==> config.mk <==
export PLATFORM = sky130hd
export DESIGN_NAME = lsu_addrcheck_top
export DESIGN_NICKNAME = d
export VERILOG_FILES = /design/src/verilog/lsu_pkg.sv /design/src/verilog/lsu_addrcheck_top.sv /design/src/verilog/lsu_addrcheck.sv /design/src/verilog/lsu_access_window.sv /design/src/verilog/lsu_agen.sv /design/src/verilog/lsu_rangecheck.sv
export VERILOG_INCLUDE_DIRS = /design/src /design/src/include
export SDC_FILE = /design/constraint.sdc
export NUM_CORES = 1
export LEC_CHECK = 0
export ABC_CLOCK_PERIOD_IN_PS = 4600
export BUFFER_PORTS_ARGS = -buffer_cell sky130_fd_sc_hd__buf_2
export CAP_MARGIN = 5
export CORE_UTILIZATION = 59
export CTS_CLUSTER_DIAMETER = 30
export DETAILED_ROUTE_END_ITERATION = 16
export HOLD_SLACK_MARGIN = 0.03
export PLACE_DENSITY = 0.87
export SLEW_MARGIN = 30
export SYNTH_ARGS = -nofsm -noshare
export SYNTH_HDL_FRONTEND = slang
export SYNTH_SLANG_ARGS = --single-unit
==> constraint.sdc <==
create_clock -name lsu_c2_m_clk -period 4.6 [get_ports lsu_c2_m_clk]
set_clock_uncertainty 0.2 [all_clocks]
set_input_delay 0.46 -clock lsu_c2_m_clk [delete_from_list [all_inputs] [get_ports lsu_c2_m_clk]]
set_output_delay 0.46 -clock lsu_c2_m_clk [all_outputs]
set_load 0.005 [all_outputs]
==> src/include/lsu_memmap.svh <==
//**************************************************
// Default memory map for the load/store address check
// DCCM and PIC share region 0xF, sizes are powers of two
//**************************************************
`ifndef LSU_MEMMAP_SVH
`define LSU_MEMMAP_SVH

// DCCM
`define LSU_DCCM_ENABLE   1'b1
`define LSU_DCCM_REGION   4'hF
`define LSU_DCCM_SADR     32'hF004_0000
`define LSU_DCCM_SIZE     32'h0001_0000   // 64 KB

// PIC memory-mapped registers
`define LSU_PIC_REGION    4'hF
`define LSU_PIC_SADR      32'hF00C_0000
`define LSU_PIC_SIZE      32'h0000_8000   // 32 KB

// ICCM, only the region is checked here
`define LSU_ICCM_ENABLE   1'b1
`define LSU_ICCM_REGION   4'hE

// Data access windows, mask bits are don't care
`define LSU_WIN0_ADDR     32'h0000_0000
`define LSU_WIN0_MASK     32'h0FFF_FFFF   // Whole region 0
`define LSU_WIN1_ADDR     32'hA000_0000
`define LSU_WIN1_MASK     32'h000F_FFFF   // 1 MB
`define LSU_WIN2_ADDR     32'hC000_0000
`define LSU_WIN2_MASK     32'h0FFF_FFFF
`define LSU_WIN3_ADDR     32'h8000_0000
`define LSU_WIN3_MASK     32'h00FF_FFFF
`define LSU_WIN_ENABLE    4'b0011         // Windows 0 and 1 only

`endif
==> src/verilog/lsu_pkg.sv <==
//**************************************************
// Shared widths, size codes and mscause codes
// Default memory map comes from lsu_memmap.svh
//**************************************************
package lsu_pkg;

`include "lsu_memmap.svh"

   localparam int addr_w   = 32;
   localparam int region_w = 4;            // Top address nibble

   // Access size
   localparam logic [1:0] size_by   = 2'd0;
   localparam logic [1:0] size_half = 2'd1;
   localparam logic [1:0] size_word = 2'd2;   // Code 3 is illegal

   // Access fault causes
   localparam logic [2:0] mscause_unmapped = 3'd0;
   localparam logic [2:0] mscause_mpu      = 3'd3;
   localparam logic [2:0] mscause_regpred  = 3'd5;
   localparam logic [2:0] mscause_picm     = 3'd6;
   localparam logic [2:0] mscause_none     = 3'd7;

   // Misaligned causes
   localparam logic [2:0] mscause_regcross   = 3'd0;
   localparam logic [2:0] mscause_sideeffect = 3'd1;

   //**************************************************
   // Default memory map
   //**************************************************
   localparam bit                  dccm_enable_dflt = `LSU_DCCM_ENABLE;
   localparam logic [addr_w-1:0]   dccm_sadr_dflt   = `LSU_DCCM_SADR;
   localparam int unsigned         dccm_size_dflt   = `LSU_DCCM_SIZE;
   localparam logic [region_w-1:0] dccm_region_dflt = `LSU_DCCM_REGION;
   localparam logic [addr_w-1:0]   pic_sadr_dflt    = `LSU_PIC_SADR;
   localparam int unsigned         pic_size_dflt    = `LSU_PIC_SIZE;
   localparam logic [region_w-1:0] pic_region_dflt  = `LSU_PIC_REGION;
   localparam bit                  iccm_enable_dflt = `LSU_ICCM_ENABLE;
   localparam logic [region_w-1:0] iccm_region_dflt = `LSU_ICCM_REGION;

   localparam int num_windows_dflt = 4;
   localparam logic [3:0][addr_w-1:0] win_addr_dflt =
      {`LSU_WIN3_ADDR, `LSU_WIN2_ADDR, `LSU_WIN1_ADDR, `LSU_WIN0_ADDR};
   localparam logic [3:0][addr_w-1:0] win_mask_dflt =
      {`LSU_WIN3_MASK, `LSU_WIN2_MASK, `LSU_WIN1_MASK, `LSU_WIN0_MASK};
   localparam logic [3:0] win_enable_dflt = `LSU_WIN_ENABLE;

endpackage

==> src/verilog/lsu_addrcheck_top.sv <==
//**************************************************
// Load/store address check, memory map set by parameters
// No back-pressure, a request may arrive every cycle
//**************************************************
module lsu_addrcheck_top
   import lsu_pkg::*;
#(
   parameter int                                 NUM_WINDOWS = num_windows_dflt,
   parameter logic [NUM_WINDOWS-1:0][addr_w-1:0] WIN_ADDR    = win_addr_dflt,
   parameter logic [NUM_WINDOWS-1:0][addr_w-1:0] WIN_MASK    = win_mask_dflt,
   parameter logic [NUM_WINDOWS-1:0]             WIN_ENABLE  = win_enable_dflt,
   parameter bit                                 DCCM_ENABLE = dccm_enable_dflt,
   parameter logic [addr_w-1:0]                  DCCM_SADR   = dccm_sadr_dflt,
   parameter int unsigned                        DCCM_SIZE   = dccm_size_dflt,
   parameter logic [region_w-1:0]                DCCM_REGION = dccm_region_dflt,
   parameter logic [addr_w-1:0]                  PIC_SADR    = pic_sadr_dflt,
   parameter int unsigned                        PIC_SIZE    = pic_size_dflt,
   parameter logic [region_w-1:0]                PIC_REGION  = pic_region_dflt,
   parameter bit                                 ICCM_ENABLE = iccm_enable_dflt,
   parameter logic [region_w-1:0]                ICCM_REGION = iccm_region_dflt
)(
   input  logic               lsu_c2_m_clk,
   input  logic               rst_n,
   input  logic               lsu_valid,
   input  logic [addr_w-1:0]  rs1,
   input  logic signed [11:0] offset,
   input  logic [1:0]         size,
   input  logic               load,
   input  logic               store,
   input  logic               dma,
   input  logic               fast_int,
   input  logic [31:0]        mrac,
   output logic               addr_in_dccm_d,
   output logic               addr_in_pic_d,
   output logic               addr_external_d,
   output logic               access_fault_d,
   output logic               misaligned_fault_d,
   output logic [2:0]         exc_mscause_d,
   output logic               fir_dccm_access_error_d,
   output logic               fir_nondccm_access_error_d,
   output logic               is_sideeffects_m
);

   logic [addr_w-1:0]      start_addr_d, end_addr_d;
   logic [region_w-1:0]    rs1_region_d;
   logic                   valid_d, load_d, store_d, dma_d, fast_int_d;
   logic [1:0]             size_d;
   logic [NUM_WINDOWS-1:0] win_start_hit, win_end_hit;

   lsu_agen agen (.*);

   for (genvar i = 0; i < NUM_WINDOWS; i++) begin : g_win
      lsu_access_window #(
         .WIN_ADDR   (WIN_ADDR[i]),
         .WIN_MASK   (WIN_MASK[i]),
         .WIN_ENABLE (WIN_ENABLE[i])
      ) window (
         .start_addr (start_addr_d),
         .end_addr   (end_addr_d),
         .start_hit  (win_start_hit[i]),
         .end_hit    (win_end_hit[i])
      );
   end

   lsu_addrcheck #(
      .DCCM_ENABLE (DCCM_ENABLE),
      .DCCM_SADR   (DCCM_SADR),
      .DCCM_SIZE   (DCCM_SIZE),
      .DCCM_REGION (DCCM_REGION),
      .PIC_SADR    (PIC_SADR),
      .PIC_SIZE    (PIC_SIZE),
      .PIC_REGION  (PIC_REGION),
      .ICCM_ENABLE (ICCM_ENABLE),
      .ICCM_REGION (ICCM_REGION),
      .NUM_WINDOWS (NUM_WINDOWS),
      .WIN_ENABLE  (WIN_ENABLE)
   ) addrcheck (.*);

endmodule

==> src/verilog/lsu_addrcheck.sv <==
//**************************************************
// Memory map check, faults and mscause for the D stage
// ECC is not covered, mscause 1 comes from misalignment only
//**************************************************
module lsu_addrcheck
   import lsu_pkg::*;
#(
   parameter bit                     DCCM_ENABLE = dccm_enable_dflt,
   parameter logic [addr_w-1:0]      DCCM_SADR   = dccm_sadr_dflt,
   parameter int unsigned            DCCM_SIZE   = dccm_size_dflt,
   parameter logic [region_w-1:0]    DCCM_REGION = dccm_region_dflt,
   parameter logic [addr_w-1:0]      PIC_SADR    = pic_sadr_dflt,
   parameter int unsigned            PIC_SIZE    = pic_size_dflt,
   parameter logic [region_w-1:0]    PIC_REGION  = pic_region_dflt,
   parameter bit                     ICCM_ENABLE = iccm_enable_dflt,
   parameter logic [region_w-1:0]    ICCM_REGION = iccm_region_dflt,
   parameter int                     NUM_WINDOWS = num_windows_dflt,
   parameter logic [NUM_WINDOWS-1:0] WIN_ENABLE  = win_enable_dflt
)(
   input  logic                   lsu_c2_m_clk,
   input  logic                   rst_n,
   input  logic [addr_w-1:0]      start_addr_d,
   input  logic [addr_w-1:0]      end_addr_d,
   input  logic [region_w-1:0]    rs1_region_d,
   input  logic                   valid_d,
   input  logic [1:0]             size_d,
   input  logic                   load_d,
   input  logic                   store_d,
   input  logic                   dma_d,
   input  logic                   fast_int_d,
   input  logic [NUM_WINDOWS-1:0] win_start_hit,
   input  logic [NUM_WINDOWS-1:0] win_end_hit,
   input  logic [31:0]            mrac,              // Two bits per region
   output logic                   addr_in_dccm_d,
   output logic                   addr_in_pic_d,
   output logic                   addr_external_d,
   output logic                   access_fault_d,
   output logic                   misaligned_fault_d,
   output logic [2:0]             exc_mscause_d,
   output logic                   fir_dccm_access_error_d,
   output logic                   fir_nondccm_access_error_d,
   output logic                   is_sideeffects_m
);

   logic       start_addr_in_dccm_d, end_addr_in_dccm_d;
   logic       start_addr_in_dccm_region_d, end_addr_in_dccm_region_d;
   logic       start_addr_in_pic_d, end_addr_in_pic_d;
   logic       start_addr_in_pic_region_d, end_addr_in_pic_region_d;
   logic       addr_in_iccm, base_reg_dccm_or_pic, non_dccm_access_ok;
   logic       is_sideeffects_d, is_aligned_d;
   logic       unmapped_fault, mpu_fault, regpred_fault, picm_fault;
   logic       regcross_fault, sideeffect_fault;
   logic [2:0] access_mscause;
   logic [4:0] csr_idx;

   //**************************************************
   // Range checks
   //**************************************************
   if (DCCM_ENABLE) begin : g_dccm
      lsu_rangecheck #(.CCM_SADR(DCCM_SADR), .CCM_SIZE(DCCM_SIZE)) start_dccm_check (
         .addr      (start_addr_d),
         .in_range  (start_addr_in_dccm_d),
         .in_region (start_addr_in_dccm_region_d)
      );
      lsu_rangecheck #(.CCM_SADR(DCCM_SADR), .CCM_SIZE(DCCM_SIZE)) end_dccm_check (
         .addr      (end_addr_d),
         .in_range  (end_addr_in_dccm_d),
         .in_region (end_addr_in_dccm_region_d)
      );
   end else begin : g_no_dccm
      assign start_addr_in_dccm_d        = 1'b0;
      assign start_addr_in_dccm_region_d = 1'b0;
      assign end_addr_in_dccm_d          = 1'b0;
      assign end_addr_in_dccm_region_d   = 1'b0;
   end

   lsu_rangecheck #(.CCM_SADR(PIC_SADR), .CCM_SIZE(PIC_SIZE)) start_pic_check (
      .addr      (start_addr_d),
      .in_range  (start_addr_in_pic_d),
      .in_region (start_addr_in_pic_region_d)
   );
   lsu_rangecheck #(.CCM_SADR(PIC_SADR), .CCM_SIZE(PIC_SIZE)) end_pic_check (
      .addr      (end_addr_d),
      .in_range  (end_addr_in_pic_d),
      .in_region (end_addr_in_pic_region_d)
   );

   if (ICCM_ENABLE) begin : g_iccm
      assign addr_in_iccm = (start_addr_d[addr_w-1 -: region_w] == ICCM_REGION);
   end else begin : g_no_iccm
      assign addr_in_iccm = 1'b0;
   end

   //**************************************************
   // Classification
   //**************************************************
   assign addr_in_dccm_d  = start_addr_in_dccm_d & end_addr_in_dccm_d;
   assign addr_in_pic_d   = start_addr_in_pic_d & end_addr_in_pic_d;
   assign addr_external_d = ~(start_addr_in_dccm_region_d | start_addr_in_pic_region_d);
   assign base_reg_dccm_or_pic = (rs1_region_d == DCCM_REGION) | (rs1_region_d == PIC_REGION);

   // No window enabled means all external space is open
   assign non_dccm_access_ok = (WIN_ENABLE == '0) | ((|win_start_hit) & (|win_end_hit));

   assign csr_idx = {start_addr_d[addr_w-1 -: region_w], 1'b1};   // Side-effect bit of region
   assign is_sideeffects_d = mrac[csr_idx] & addr_external_d & ~addr_in_iccm &
                             valid_d & (load_d | store_d);
   assign is_aligned_d = ((size_d == size_word) & (start_addr_d[1:0] == 2'b00)) |
                         ((size_d == size_half) & ~start_addr_d[0]) |
                         (size_d == size_by);

   //**************************************************
   // Access faults
   //**************************************************
   assign regpred_fault = addr_external_d == base_reg_dccm_or_pic;   // Base and final disagree
   assign picm_fault    = addr_in_pic_d & ((start_addr_d[1:0] != 2'b00) | (size_d != size_word));

   if (DCCM_REGION == PIC_REGION) begin : g_shared_region
      assign unmapped_fault =
         (start_addr_in_dccm_region_d & ~(start_addr_in_dccm_d | start_addr_in_pic_d)) |
         (end_addr_in_dccm_region_d & ~(end_addr_in_dccm_d | end_addr_in_pic_d)) |
         (start_addr_in_dccm_d & end_addr_in_pic_d) |       // DCCM to PIC cross
         (start_addr_in_pic_d & end_addr_in_dccm_d);
      assign mpu_fault = ~start_addr_in_dccm_region_d & ~non_dccm_access_ok;
   end else begin : g_split_region
      assign unmapped_fault =
         (start_addr_in_dccm_region_d & ~start_addr_in_dccm_d) |
         (end_addr_in_dccm_region_d & ~end_addr_in_dccm_d) |
         (start_addr_in_pic_region_d & ~start_addr_in_pic_d) |
         (end_addr_in_pic_region_d & ~end_addr_in_pic_d);
      assign mpu_fault = addr_external_d & ~non_dccm_access_ok;
   end

   assign access_fault_d = (unmapped_fault | mpu_fault | regpred_fault | picm_fault) &
                           valid_d & ~dma_d;

   always_comb begin
      if (unmapped_fault)     access_mscause = mscause_unmapped;
      else if (mpu_fault)     access_mscause = mscause_mpu;
      else if (regpred_fault) access_mscause = mscause_regpred;
      else if (picm_fault)    access_mscause = mscause_picm;
      else                    access_mscause = mscause_none;
   end

   //**************************************************
   // Misaligned faults
   //**************************************************
   assign regcross_fault   = (start_addr_d[addr_w-1 -: region_w] != end_addr_d[addr_w-1 -: region_w]);
   assign sideeffect_fault = is_sideeffects_d & ~is_aligned_d;
   assign misaligned_fault_d = (regcross_fault | (sideeffect_fault & addr_external_d)) &
                               valid_d & ~dma_d;

   // Misaligned cause wins over access cause
   assign exc_mscause_d = ~misaligned_fault_d ? access_mscause :
                          regcross_fault      ? mscause_regcross : mscause_sideeffect;

   // Fast interrupt errors
   assign fir_dccm_access_error_d =
      ((start_addr_in_dccm_region_d & ~start_addr_in_dccm_d) |
       (end_addr_in_dccm_region_d & ~end_addr_in_dccm_d)) & valid_d & fast_int_d;
   assign fir_nondccm_access_error_d =
      ~(start_addr_in_dccm_region_d & end_addr_in_dccm_region_d) & valid_d & fast_int_d;

   always_ff @(posedge lsu_c2_m_clk or negedge rst_n) begin
      if (!rst_n) begin
         is_sideeffects_m <= 1'b0;
      end else begin
         is_sideeffects_m <= is_sideeffects_d;
      end
   end

   // Idle cycle is quiet now and in the M stage
   a_idle_quiet : assert property (@(posedge lsu_c2_m_clk) disable iff (!rst_n)
      !valid_d |-> !(access_fault_d | misaligned_fault_d | fir_dccm_access_error_d |
                     fir_nondccm_access_error_d) ##1 !is_sideeffects_m)
      else $error("lsu_addrcheck: activity without a valid request");

   a_fault_cause : assert property (@(posedge lsu_c2_m_clk) disable iff (!rst_n)
      access_fault_d |-> (exc_mscause_d != mscause_none))
      else $error("lsu_addrcheck: access fault without a cause");

endmodule

==> src/verilog/lsu_access_window.sv <==
//**************************************************
// One data access window on the start and end address
// Set mask bits are don't care, a disabled window never hits
//**************************************************
module lsu_access_window
   import lsu_pkg::*;
#(
   parameter logic [addr_w-1:0] WIN_ADDR   = 32'h0,
   parameter logic [addr_w-1:0] WIN_MASK   = 32'hFFFF_FFFF,
   parameter bit                WIN_ENABLE = 1'b0
)(
   input  logic [addr_w-1:0] start_addr,
   input  logic [addr_w-1:0] end_addr,
   output logic              start_hit,
   output logic              end_hit
);

   localparam logic [addr_w-1:0] win_match = WIN_ADDR | WIN_MASK;

   assign start_hit = WIN_ENABLE && ((start_addr | WIN_MASK) == win_match);
   assign end_hit   = WIN_ENABLE && ((end_addr   | WIN_MASK) == win_match);

endmodule

==> src/verilog/lsu_agen.sv <==
//**************************************************
// Address generation, one register stage
// Size code 3 must not be sent with lsu_valid
//**************************************************
module lsu_agen
   import lsu_pkg::*;
(
   input  logic                lsu_c2_m_clk,
   input  logic                rst_n,
   input  logic                lsu_valid,
   input  logic [addr_w-1:0]   rs1,
   input  logic signed [11:0]  offset,
   input  logic [1:0]          size,
   input  logic                load,
   input  logic                store,
   input  logic                dma,
   input  logic                fast_int,
   output logic [addr_w-1:0]   start_addr_d,
   output logic [addr_w-1:0]   end_addr_d,
   output logic [region_w-1:0] rs1_region_d,
   output logic                valid_d,
   output logic [1:0]          size_d,
   output logic                load_d,
   output logic                store_d,
   output logic                dma_d,
   output logic                fast_int_d
);

   logic [addr_w-1:0] start_addr;
   logic [addr_w-1:0] end_addr;
   logic [1:0]        end_off;        // Byte count minus one

   assign start_addr = rs1 + {{(addr_w-12){offset[11]}}, offset};

   always_comb begin
      case (size)
         size_half: end_off = 2'd1;
         size_word: end_off = 2'd3;
         default:   end_off = 2'd0;
      endcase
   end

   assign end_addr = start_addr + {{(addr_w-2){1'b0}}, end_off};

   always_ff @(posedge lsu_c2_m_clk or negedge rst_n) begin
      if (!rst_n) begin
         valid_d <= 1'b0;
      end else begin
         valid_d <= lsu_valid;
      end
   end

   // Request payload, qualified by valid_d downstream
   always_ff @(posedge lsu_c2_m_clk) begin
      start_addr_d <= start_addr;
      end_addr_d   <= end_addr;
      rs1_region_d <= rs1[addr_w-1 -: region_w];
      size_d       <= size;
      load_d       <= load;
      store_d      <= store;
      dma_d        <= dma;
      fast_int_d   <= fast_int;
   end

   a_size_legal : assert property (@(posedge lsu_c2_m_clk) disable iff (!rst_n)
      lsu_valid |-> (size != 2'd3))
      else $error("lsu_agen: illegal access size with lsu_valid");

endmodule

==> src/verilog/lsu_rangecheck.sv <==
//**************************************************
// One address against one base and size
// Base must be aligned to the size, size a power of two
//**************************************************
module lsu_rangecheck
   import lsu_pkg::*;
#(
   parameter logic [addr_w-1:0] CCM_SADR = 32'h0,
   parameter int unsigned       CCM_SIZE = 32'h1000
)(
   input  logic [addr_w-1:0] addr,
   output logic              in_range,
   output logic              in_region
);

   localparam int size_lsb = $clog2(CCM_SIZE);

   if ((CCM_SIZE == 0) || ((CCM_SIZE & (CCM_SIZE - 1)) != 0)) begin : g_bad_size
      $error("lsu_rangecheck: CCM_SIZE %0h is not a power of two", CCM_SIZE);
   end

   assign in_region = (addr[addr_w-1 -: region_w] == CCM_SADR[addr_w-1 -: region_w]);

   // Offset bits below the size are ignored
   assign in_range  = (addr[addr_w-1:size_lsb] == CCM_SADR[addr_w-1:size_lsb]);

endmodule

# Word level (Yosys, flattened, before mapping)
# Index checks and enable logic that the tools add are counted.
totals:
  regBits: 76
  inputBits: 85
  elab_cells: 99
op_classes:
  n_addsub: 2
  order_cmp: 1
  eq_ne: 17
  mux: 9
  bitwise_logic: 53
  n_reduce_logical: 7
op_table:
  columns: ["cell", "n"]
  rows:
  - ["== test 17 bit, second input constant", 2]
  - ["adder 32 x 2 -> 32 bit", 1]
  - ["adder 32 bit", 1]
  - ["== test 16 bit, second input constant", 2]
  - ["AND 1 bit", 28]
  - ["== test 12 bit, second input constant", 2]
  - ["== test 4 bit, second input constant", 4]
  - ["OR 1 bit", 14]
  - ["2-to-1 mux 3 bit", 4]
  - ["NOT 1 bit", 11]
  - ["zero test 4 bit", 2]
  - ["< comparator 5 x 6 -> 1 bit, second input constant", 1]
  - ["binary-select mux 1 bit (select 4 bit)", 1]
  - ["== test 2 x 1 -> 1 bit, second input constant", 2]
  - ["== test 2 bit, second input constant", 2]
  - ["zero test 2 bit", 2]
  - ["inequality test 4 bit", 1]
  - ["case mux 2 bit (2 select lines)", 1]
  - ["OR reduction 2 bit", 2]
  - ["2-to-1 mux 1 bit", 3]
  - ["inequality test 2 bit, second input constant", 1]
  - ["nonzero test 2 bit", 1]
  - ["== test 1 bit", 1]

# Depth between registers and ports, before layout
# Gate-level depths: netlist of the first run.
depth:
  depth_word: 12
  mapped_depth: 16
  ltp_nobuf: 16

# Modules after synthesis
# From an unflattened synthesis of the first run, not the netlist that was laid out.
hier_totals:
  cells_unflattened: 523
  hier_area_um2: 4838.4
by_module_without_submodules:
  columns: ["module", "instances", "cells_each", "area_each_um2", "seq_area_each_um2"]
  rows:
  - ["lsu_agen", 1, 427, 4028.9, 1506.4]
  - ["lsu_addrcheck", 1, 58, 485.5, 25.0]
  - ["lsu_rangecheck (addrcheck.end_pic_check ...)", 2, 6, 56.3, 0.0]
  - ["lsu_rangecheck (addrcheck.g_dccm.end_dccm_check ...)", 2, 5, 45.0, 0.0]
  - ["lsu_access_window (g_win[1].window)", 1, 8, 58.8, 0.0]
  - ["lsu_access_window (g_win[2].window ...)", 2, 3, 18.8, 0.0]
  - ["lsu_access_window (g_win[0].window)", 1, 2, 25.0, 0.0]

# Least setup slack after synthesis of the first run
# OpenSTA, ideal clock, no wires.
synth_path:
  path_kind: "input -> register"
  start: "input port offset[0]"
  end: "register agen.end_addr_d[31]"
  setup_ns: 0.072
  arrival_ns: 3.410
  t_required_ns: 4.328
  path_slack_ns: 0.919
  stages: 14
  cell_sequence: "ha_1 > inv_1 > fa_1 > and2b_1 > o31ai_4 > and3_4 > o21ba_4 > a31o_4 > o31ai_4 > a221oi_2 > a2111oi_4 > a311oi_2 > nor4_2 > xor2_1"
synth_via:
  elab_chain_len: 2
synth_lines:
  columns: ["element", "line_no", "source"]
  rows:
  - ["from (decl)", "lsu_addrcheck_top.sv:26", "input logic signed [11:0] offset,"]
  - ["adder 32 bit", "lsu_agen.sv:33", "assign start_addr = rs1 + {{(addr_w-12){offset[11]}}, offset};"]
  - ["adder 32 x 2 -> 32 bit", "lsu_agen.sv:43", "assign end_addr = start_addr + {{(addr_w-2){1'b0}}, end_off};"]
  - ["via agen.end_addr[31]", "lsu_agen.sv:30", "logic [addr_w-1:0] end_addr;"]
  - ["to (signal assigned)", "lsu_agen.sv:56", "end_addr_d <= end_addr;"]
  - ["to (decl)", "lsu_agen.sv:19", "output logic [addr_w-1:0] end_addr_d,"]
# The timed path passes the listed nets, and every way through them passes these cells.

# Worst setup path after layout of the first run
layout_path:
  start: "input port offset[0]"
  end: "register agen.end_addr_d[30]"
layout_via:
  elab_chain_len: 2
layout_lines:
  columns: ["element", "line_no", "source"]
  rows:
  - ["adder 32 bit", "lsu_agen.sv:33", null]
  - ["via agen.start_addr[26]", "lsu_agen.sv:29", "logic [addr_w-1:0] start_addr;"]
  - ["adder 32 x 2 -> 32 bit", "lsu_agen.sv:43", null]
  - ["via agen.end_addr[30]", "lsu_agen.sv:30", null]
# The timed path passes the listed nets, and every way through them passes these cells.

==> results.md, run 1 <==
* Setup violations, final at 0
* CORE AREA at 6314 um^2
* Status: finished clean
* Number of top-level pins at 96
* Setup TNS at 0 ns
* Die height at approximately 83 um
* Achievable frequency at between 200 and 300 MHz
* Count of different cell masters after synthesis at 77
* Number of setup buffers added after CTS at 0
* Critical path's largest stage delay at 0.42 ns
* Final hold vios at 0
* Cell depth of the worst flop-to-flop path at 5
* CTS tree: done
* Final Util at 0.6984
* Critical Path Stages at 16
* Final Max Tran Viols at 0
* Reg2Reg Setup Slack at ~2.7 ns
* Drt pass-1 iters at 5
* Clock latency on the worst-skew pair at 0.30 ns
* Slew HR at 0.5586
* Vias at 3818
* CP Buf/Inv Count at 3
* Die Wd at slightly above 80 um
* N_diodes at 0
* Largest net degree at the start of global routing at 16
* Most frequent cells in the layout: buf_2 (77), dfxtp_1 (46), nor2_1 (40)
* RSZ-0062 raised after global routing: false
* Clock Path Buffers at 2
* Initial antenna violation count at 0
* Ranking of synthesized cells by area: dfxtp_1 (24%), ha_1 (11%), xnor2_1 (6.8%), a21oi_1 (4.0%), nor2_1 (3.9%)
* Port bufs at slightly below 80
* First-pass GRT wire length at 15790 um
* Clock buffer count from CTS at 5
* Antenna-violating nets left at 0
* Total of max-cap violations at 0
* Worst r2r src: agen.start_addr_d[28]$_DFF_P_
* #FFs+latches synth at 48
* Wire per inst at between 15 and 20 um
* Synthesized area at roughly 3900 um^2
* Commonest non-fill, non-tap cell in the layout: buf_2
* Synth top area share at 0.2389
* Avg Cell Area, Syn at about 8.5 um^2
* Crit path to: agen.end_addr_d[30]$_DFF_P_
* GRT Util Overall at 0.2713
* Worst Path Arrival at about 3.8 ns
* Sink Count at 48
* CTS Root Cell: clkbuf_8
* CP Launch Point: offset[0]
* Peak fanout along the critical path at 6
* Clk slew on worst S/H paths at approximately 0.09 ns
* WP data required at 4.58 ns
* Type of the most critical hold path: in2reg
* Non-filler instance count after layout at 608
* Pleak at approximately 1.9 nW
* 1st-iter DRT viols at ~250
* Net count after synthesis at 575
* Worst-Margin Slew at 0.6574 ns
* CP Capture Type: register
* Synth Flop Type: dfxtp_1
* Ys async rst share at 0.04167
* Gp weighted congestion at around 0.95
* Slowest CP cell: a211oi_1
* Final WL at between 9000 and 10000 um
* Period Utilization, post-route at 0.8373
* Vias in the first global route at roughly 3600
* Layout cells sized above 1 at 0.2109
* Row cnt at 29
* Total Power at 1.354 mW
* Placed cell areas at 4288 um^2
* CP Class: in2reg
* Fin nets at between 600 and 700
* Post-DP HPWL at just over 7000 um
* Crit path time final at 3.852 ns
* Number of flops mapped to enable cells by yosys at 0
* Reg-to-Reg End: addrcheck.is_sideeffects_m$_DFF_PN0_
* Yosys warns at 0
* Maximum VDD drop at roughly 0.00027 V
* Worst path top cell family by delay: compound AO/OA/AOI/OAI gates
* Power Density at 307.1 nW/um^2
* P&R area growth vs syn at 14.38%
* Htree depth at 2
* Vias per cell at approximately 6.3
* Initial Utilization at 0.6106
* CP Cell Sequence: buf_2 > ha_1 > inv_1 > fa_1 > and2b_1 > o31ai_4 > and3_4 > o21ba_4 > a31o_4 > o31ai_4 > nor2_1 > a211oi_1 > inv_1 > nand3_1 > nor3_1 > xnor2_1
* Drt drc at 0
* Crit start category: primary input
* Cells after Synth at 456
* Placed insts at ~600
* Sequential cell area fraction in the yosys report at 0.2519
* Design area at approximately 4400 um^2
* Post-synth top area cell: dfxtp_1
* Die area at a little under 7000 um^2
* GRT Residual Overflow at 0
## flip-flops by register name, summed over array words and instances, names as in the netlist
signal and count:
addrcheck.is_sideeffects_m 1, agen.dma_d 1, agen.end_addr_d 17, agen.fast_int_d 1, agen.load_d 1, agen.rs1_region_d 4
agen.size_d 2, agen.start_addr_d 19, agen.store_d 1, agen.valid_d 1
## what timing repair did
item / in CTS / in global routing
hold buffers: 1 / 0
hold endpoints to repair: 2 / 0
resized for setup: 0 / 0
## metrics by stage
step                      hold slack (ns)  worst slack, ns
final                             0.05474           0.7485
after global placement            0.04421           0.6100
after detailed placement          0.05262           0.5008
after global routing              0.04837           0.5123
after CTS                         0.05310           0.7923
after floorplan                  -0.03559           0.9186
## how the worst min path moves through the flow
stage	from	end	slack (ns)	cells past startpoint
after floorplan	rst_n	addrcheck.is_sideeffects_m$_DFF_PN0_	-0.04	0
after global placement	rst_n	agen.valid_d$_DFF_PN0_	0.04	1
after detailed placement	rst_n	agen.valid_d$_DFF_PN0_	0.05	1
after CTS	fast_int	agen.fast_int_d$_DFF_P_	0.05	1
after global routing	fast_int	agen.fast_int_d$_DFF_P_	0.05	1
final	fast_int	agen.fast_int_d$_DFF_P_	0.05	1
## Yosys cell counts (4+ instances only)
library cell / instances
dfxtp_1: 46
nor2_1: 40
ha_1: 33
a21oi_1: 31
xnor2_1: 30
nand2_1: 29
inv_1: 24
o21ai_0: 23
nand3_1: 19
nor3_1: 15
nand4_1: 11
a31oi_1: 9
nor4_1: 9
a21o_1: 8
xor2_1: 7
buf_2: 6
mux2i_1: 6
a211oi_1: 5
clkbuf_1: 5
nor4b_1: 5
o21a_1: 5
or4_1: 5
and2_1: 4
nand2b_1: 4
o211ai_1: 4
## cell type report
| class | instances | area, um^2 |
|---|---|---|
| Sequential cell | 48 | 970.9 |
| Multi-Input combinational cell | 371 | 2734 |
| Timing Repair Buffer | 79 | 402.9 |
| Fill cell | 490 | 1904 |
| Tap cell | 77 | 96.34 |
| Clock buffer | 5 | 68.82 |
| Clock inverter | 3 | 42.54 |
| Inverter | 25 | 93.84 |
## cells by family after synthesis
group,Yosys count,share of synthesized area
DFF,48,0.2519
and+or+nand+nor,165,0.2373
xor gates and xnor gates,37,0.08406
muxes,8,0.02726
adders and majority gates,34,0.1123
buffers and inverters,37,0.03895
AOI/OAI and AO/OA,127,0.2483
## per-layer routing
layer	vias to the layer above	part of all wire	GRT usage
met5	-	0	0
met4	0	0.014	0.06740
met3	12	0.051	0.03280
met2	143	0.49	0.4680
met1	1793	0.45	0.3600
li1	1870	-	-
## report_power, final
part | total, mW | leakage (nW) | internal [mW] | switching (mW)
Clock | 0.301 | 0.0541 | 0.161 | 0.140
Sequential | 0.535 | 0.413 | 0.492 | 0.0435
Combinational | 0.518 | 1.41 | 0.220 | 0.298
Total | 1.35 | 1.88 | 0.872 | 0.482
(Power assumes the default switching activity.)
==> inputs of run 2 (changes only) <==
ABC_CLOCK_PERIOD_IN_PS = 3300   (was 4600)
CORE_UTILIZATION = 49   (was 59)
PLACE_DENSITY = 0.77   (was 0.87)
clock period = 3.3 ns   (was 4.6 ns; I/O delays follow)
==> results.md, run 2 (same netlist as run 1, synthesis figures left out) <==
* Status: finished, violations left
* Violated checks: setup timing
* Vias at roughly 4500
* Slew HR at 0.6256
* Die area at approximately 8200 um^2
* RSZ-0062 raised after global routing: true
* N_diodes at 0
* Vias in the first global route at roughly 4000
* Fin nets at 770
* Crit start category: primary input
* Gp weighted congestion at 0.8895
* CTS tree: done
* Final Max Tran Viols at 0
* WP data required at approximately 3.3 ns
* Design area at about 5700 um^2
* Worst Path Arrival at around 3.7 ns
* CTS Root Cell: clkbuf_8
* GRT Residual Overflow at 0
* CP Buf/Inv Count at 4
* Register with the most flip-flops: agen.start_addr_d
* HP Start: rs1[0]
* Drt drc at 0
* Placed cell areas at slightly above 5000 um^2
* Busiest grt layer: met2
* Antenna-violating nets left at 0
* Initial Utilization at 0.5204
* Clock buffer count from CTS at 5
* GRT Util Overall at 0.2648
* Drt pass-1 iters at 6
* Post-DP HPWL at approximately 8000 um
* First-pass GRT wire length at approximately 18000 um
* Worst path top cell family by delay: simple AND/OR/NAND/NOR gates
* Final WL at around 12000 um
* CORE AREA at around 7400 um^2
* 1st-iter DRT viols at 423
* Hold slack at 0.05484 ns
* Htree depth at 2
* Setup TNS at -1.756 ns
* Type of the most critical hold path: in2reg
* Slowest CP cell: or4_4
* Commonest non-fill, non-tap cell in the layout: buf_4
* Worst r2r src: agen.start_addr_d[28]$_DFF_P_
* Crit path time final at between 3 and 4 ns
* Pleak at between 2 and 3 nW
* CP Capture Type: register
* Met1 Use GR at 0.3280
* Number of top-level pins at 96
* Die height at approximately 91 um
* Power Density at 410.6 nW/um^2
* Met2 Track Usage GR at 0.4905
* Die Wd at about 90 um
* Clock Path Buffers at 2
* Maximum VDD drop at approximately 0.00026 V
* CP Launch Point: offset[0]
* Vias per cell at roughly 6.0
* Port bufs at 77
* Most frequent cell on the critical path: buf_6
* Largest register FFs at 19
* CP Cell Sequence: buf_6 > ha_4 > inv_2 > fa_2 > and2b_2 > o31ai_4 > a211oi_2 > nor4_1 > nor4b_2 > nand4_1 > or4_4 > nor4_4 > nand4_4 > buf_6 > buf_6 > nor2_4 > xnor2_1
* Achievable frequency at 276.5 MHz
* Peak fanout along the critical path at 5
* CP Class: in2reg
* Non-filler instance count after layout at 751
* GRT met3 Usage at 0.02189
* Clock latency on the worst-skew pair at 0.30 ns
* Sink Count at 48
* P&R area growth vs syn at 46.84%
* Initial antenna violation count at 0
* Placed insts at a little over 700
* Worst-Margin Slew at 0.5576 ns
* Wire per inst at ~17 um
* Final hold vios at 0
* Period Utilization, post-route at 1.096
* Total of max-cap violations at 0
* Layout cells sized above 1 at 0.3880
* Critical path's largest stage delay at between 0.5 and 0.6 ns
* Largest registers: agen.start_addr_d (19), agen.end_addr_d (17), agen.rs1_region_d (4)
* Clk slew on worst S/H paths at approximately 0.09 ns
* Largest net degree at the start of global routing at 17
* Most frequent cells in the layout: buf_4 (107), buf_2 (74), dfxtp_1 (45)
* Fin worst setup slack at -0.3171 ns
* Row cnt at 31
* Setup violations, final at 10
[run 2: changes by cell type in the layout (fill, tap and decap cells not counted), sizes merged]
cell	delta
inv	+1
clkinv	-1
buf	+109
dlygate4sd3	+11
clkinvlp	-1
clkbuf	+1
bufinv	+1
[run 2: final timing paths]
check                                                       end  slack (ns)  depth (start not counted)
setup / recovery                    agen.end_addr_d[27]$_DFF_P_       -0.32                         17
hold reg to reg            addrcheck.is_sideeffects_m$_DFF_PN0_        0.34                          2
setup reg to reg           addrcheck.is_sideeffects_m$_DFF_PN0_        1.54                          5
max in group asynchronous  addrcheck.is_sideeffects_m$_DFF_PN0_        2.68                          2
min in group asynchronous                agen.valid_d$_DFF_PN0_        0.13                          2
hold / removal                     agen.start_addr_d[0]$_DFF_P_        0.05                          2
[run 2: metal layers]
metal / up-vias / wire [um]
li1: 2108 / -
met1: 2111 / 4871
met2: 250 / 6373
met3: 56 / 733
met4: 0 / 451
met5: - / 0
[run 2: what timing repair did]
| item | CTS | global route |
|---|---|---|
| pin swaps | 3 | 10 |
| hold buffers | 12 | 0 |
| endpoints found under the setup margin | 4 | 13 |
| buffers inserted | 3 | 2 |
| hold endpoints to repair | 13 | 0 |
| resized for setup | 11 | 34 |
| gates cloned | 0 | 0 |
[run 2: cell type report]
type	instances	area, um^2
Clock buffer	5	68.82
Clock inverter	3	68.82
Fill cell	486	1748
Inverter	25	93.84
Multi-Input combinational cell	371	2964
Sequential cell	48	972.2
Tap cell	99	123.9
Timing Repair Buffer	200	1369
[run 2: where the power goes]
group	switching, mW	leakage [nW]	internal [mW]
clock	0.207	0.0687	0.305
sequential	0.0738	0.413	0.687
combinational	0.539	2.03	0.513
total	0.820	2.51	1.50
[run 2: through the flow]
stage / utilization / total power, mW / setup slack (ns)
4_1_cts: 0.7370 / 2.197 / -0.08290
5_1_grt: 0.7641 / 2.439 / -0.5104
3_5_place_dp: 0.6918 / 1.669 / -0.4573
6_report: 0.7641 / 2.324 / -0.3171
3_3_place_gp: 0.6918 / 1.627 / -0.3041
2_1_floorplan: - / 1.282 / -0.1057
==> inputs of run 3 (changes only) <==
CORE_ASPECT_RATIO = 1.4   (was default)
SETUP_SLACK_MARGIN = 0.05   (was default)
==> results.md, run 3 (same netlist as run 1, synthesis figures left out) <==
* First-pass GRT wire length at roughly 18000 um
* Htree depth at 2
* Port bufs at 77
* Vias at 4457
* Drt drc at 0
* Most frequent cells in the layout: buf_4 (110), buf_2 (75), dfxtp_1 (44)
* Busiest grt layer: met2
* Fin nets at between 700 and 800
* Crit start category: primary input
* Violated checks: setup timing
* Final WL at around 12000 um
* Antenna-violating nets left at 0
* GRT met3 Usage at 0.02809
* CTS Root Cell: clkbuf_8
* Clock latency on the worst-skew pair at approximately 0.3 ns
* Setup violations, final at 11
* WP data required at 3.32 ns
* Final Max Tran Viols at 0
* CP Class: in2reg
* Row cnt at 37
* Die height at 107.0 um
* Period Utilization, post-route at 1.093
* Largest net degree at the start of global routing at 15
* Total of max-cap violations at 0
* Clock buffer count from CTS at 5
* GRT Util Overall at 0.2575
* Final hold vios at 0
* Maximum VDD drop at roughly 0.00024 V
* Vias per cell at just under 6
* Design area at approximately 5700 um^2
* Drt pass-1 iters at 5
* Worst Path Arrival at around 3.6 ns
* Setup TNS at -1.319 ns
* Sink Count at 48
* N_diodes at 0
* Register with the most flip-flops: agen.start_addr_d
* Initial antenna violation count at 0
* CP Capture Type: register
* Type of the most critical hold path: in2reg
* GRT Residual Overflow at 0
* Largest register FFs at 19
* CORE AREA at between 7000 and 8000 um^2
* Worst-Margin Slew at between 0.5 and 0.6 ns
* Total Power at ~2.2 mW
* Vias in the first global route at approximately 4300
* Die Wd at 76.97 um
* Status: finished, violations left
* Gp weighted congestion at approximately 0.90
* Pleak at about 2.5 nW
* P&R area growth vs syn at 46.80%
* Slew HR at 0.5977
* Wire per inst at between 15 and 20 um
* Largest registers: agen.start_addr_d (19), agen.end_addr_d (17), agen.rs1_region_d (4)
* Met2 Track Usage GR at 0.5370
* Power Density at 383.9 nW/um^2
* Commonest non-fill, non-tap cell in the layout: buf_4
* Fin worst setup slack at -0.3064 ns
* Die area at between 8000 and 9000 um^2
* Filler cells at between 500 and 600
* Initial Utilization at 0.5140
* Met1 Use GR at 0.2572
* CTS tree: done
* Multi-input gate area at approximately 3000 um^2
* Placed cell areas at a little over 5000 um^2
* Number of top-level pins at 96
* Post-DP HPWL at roughly 8300 um
* Clk slew on worst S/H paths at 0.10 ns
* Achievable frequency at 277.3 MHz
* Clock Path Buffers at 2
* Crit path time final at 3.606 ns
* Layout cells sized above 1 at 0.3942
* Peak fanout along the critical path at 9
* Sequential Area at 973.4 um^2
* 1st-iter DRT viols at between 200 and 300
* RSZ-0062 raised after global routing: true
run 3: cell types whose count changed in the layout (fill, tap and decap cells not counted), sizes merged:
| cell | delta |
|---|---|
| bufinv | -2 |
| clkbuf | -1 |
| clkinvlp | +1 |
| clkinv | +1 |
| buf | +2 |
| inv | -1 |
run 3: repair_timing:
action | CTS | global route
gates resized for setup | 15 | 33
setup buffers | 5 | 9
pin swaps | 20 | 13
cloned | 0 | 0
setup endpoints to repair | 8 | 18
endpoints found under the hold margin | 13 | 0
hold buffers | 12 | 0
run 3: stage by stage:
step	instances	utilization	worst slack, ns	hold WS [ns]
floorplan	456	-	-0.1057	-0.1656
global placement	718	0.6798	-0.3120	-0.08467
detailed placement	718	0.6798	-0.4684	-0.08262
CTS	742	0.7246	-0.08909	0.04903
global route	749	0.7546	-0.3621	0.04711
finish	749	0.7546	-0.3064	0.04885
run 3: critical path, cell delays in order:
cell and delay (ns):
buf_2 0.17, ha_1 0.40, a21oi_1 0.12, o21ai_0 0.22, buf_4 0.16, mux2i_1 0.32, o21ai_0 0.20, and4bb_2 0.34
and4_1 0.19, nand4b_1 0.18, nor4_4 0.20, nand4_1 0.19, nor4_2 0.39, xnor2_1 0.22
run 3: cell type report:
cell class | instances | share of cell area
clock buffer | 5 | 0.01216
tap | 97 | 0.02145
inverter | 25 | 0.01658
multi-input combinational | 371 | 0.5335
clock inverter | 2 | 0.002211
timing repair buffer | 201 | 0.2421
sequential | 48 | 0.1720
run 3: final timing paths:
kind,slack (ns),cells past startpoint,startpoint,to
worst max-delay path,-0.31,14,offset[11],agen.end_addr_d[29]$_DFF_P_
worst min-delay path,0.05,2,offset[0],agen.start_addr_d[0]$_DFF_P_
worst max register to register,1.46,5,agen.start_addr_d[28]$_DFF_P_,addrcheck.is_sideeffects_m$_DFF_PN0_
worst min register to register,0.37,2,agen.load_d$_DFF_P_,addrcheck.is_sideeffects_m$_DFF_PN0_
max in group asynchronous,2.64,2,rst_n,addrcheck.is_sideeffects_m$_DFF_PN0_
min in group asynchronous,0.17,2,rst_n,agen.valid_d$_DFF_PN0_
run 3: power by group:
part,internal [mW],switching [mW],total (mW)
logic,0.527,0.555,1.08
registers,0.687,0.0676,0.755
clock network,0.144,0.192,0.336
run 3: metal layers:
| layer | wire length [um] | vias up |
|---|---|---|
| li1 | - | 2100 |
| met1 | 4490 | 2091 |
| met2 | 6687 | 206 |
| met3 | 642 | 60 |
| met4 | 532 | 0 |
| met5 | 0 | - |
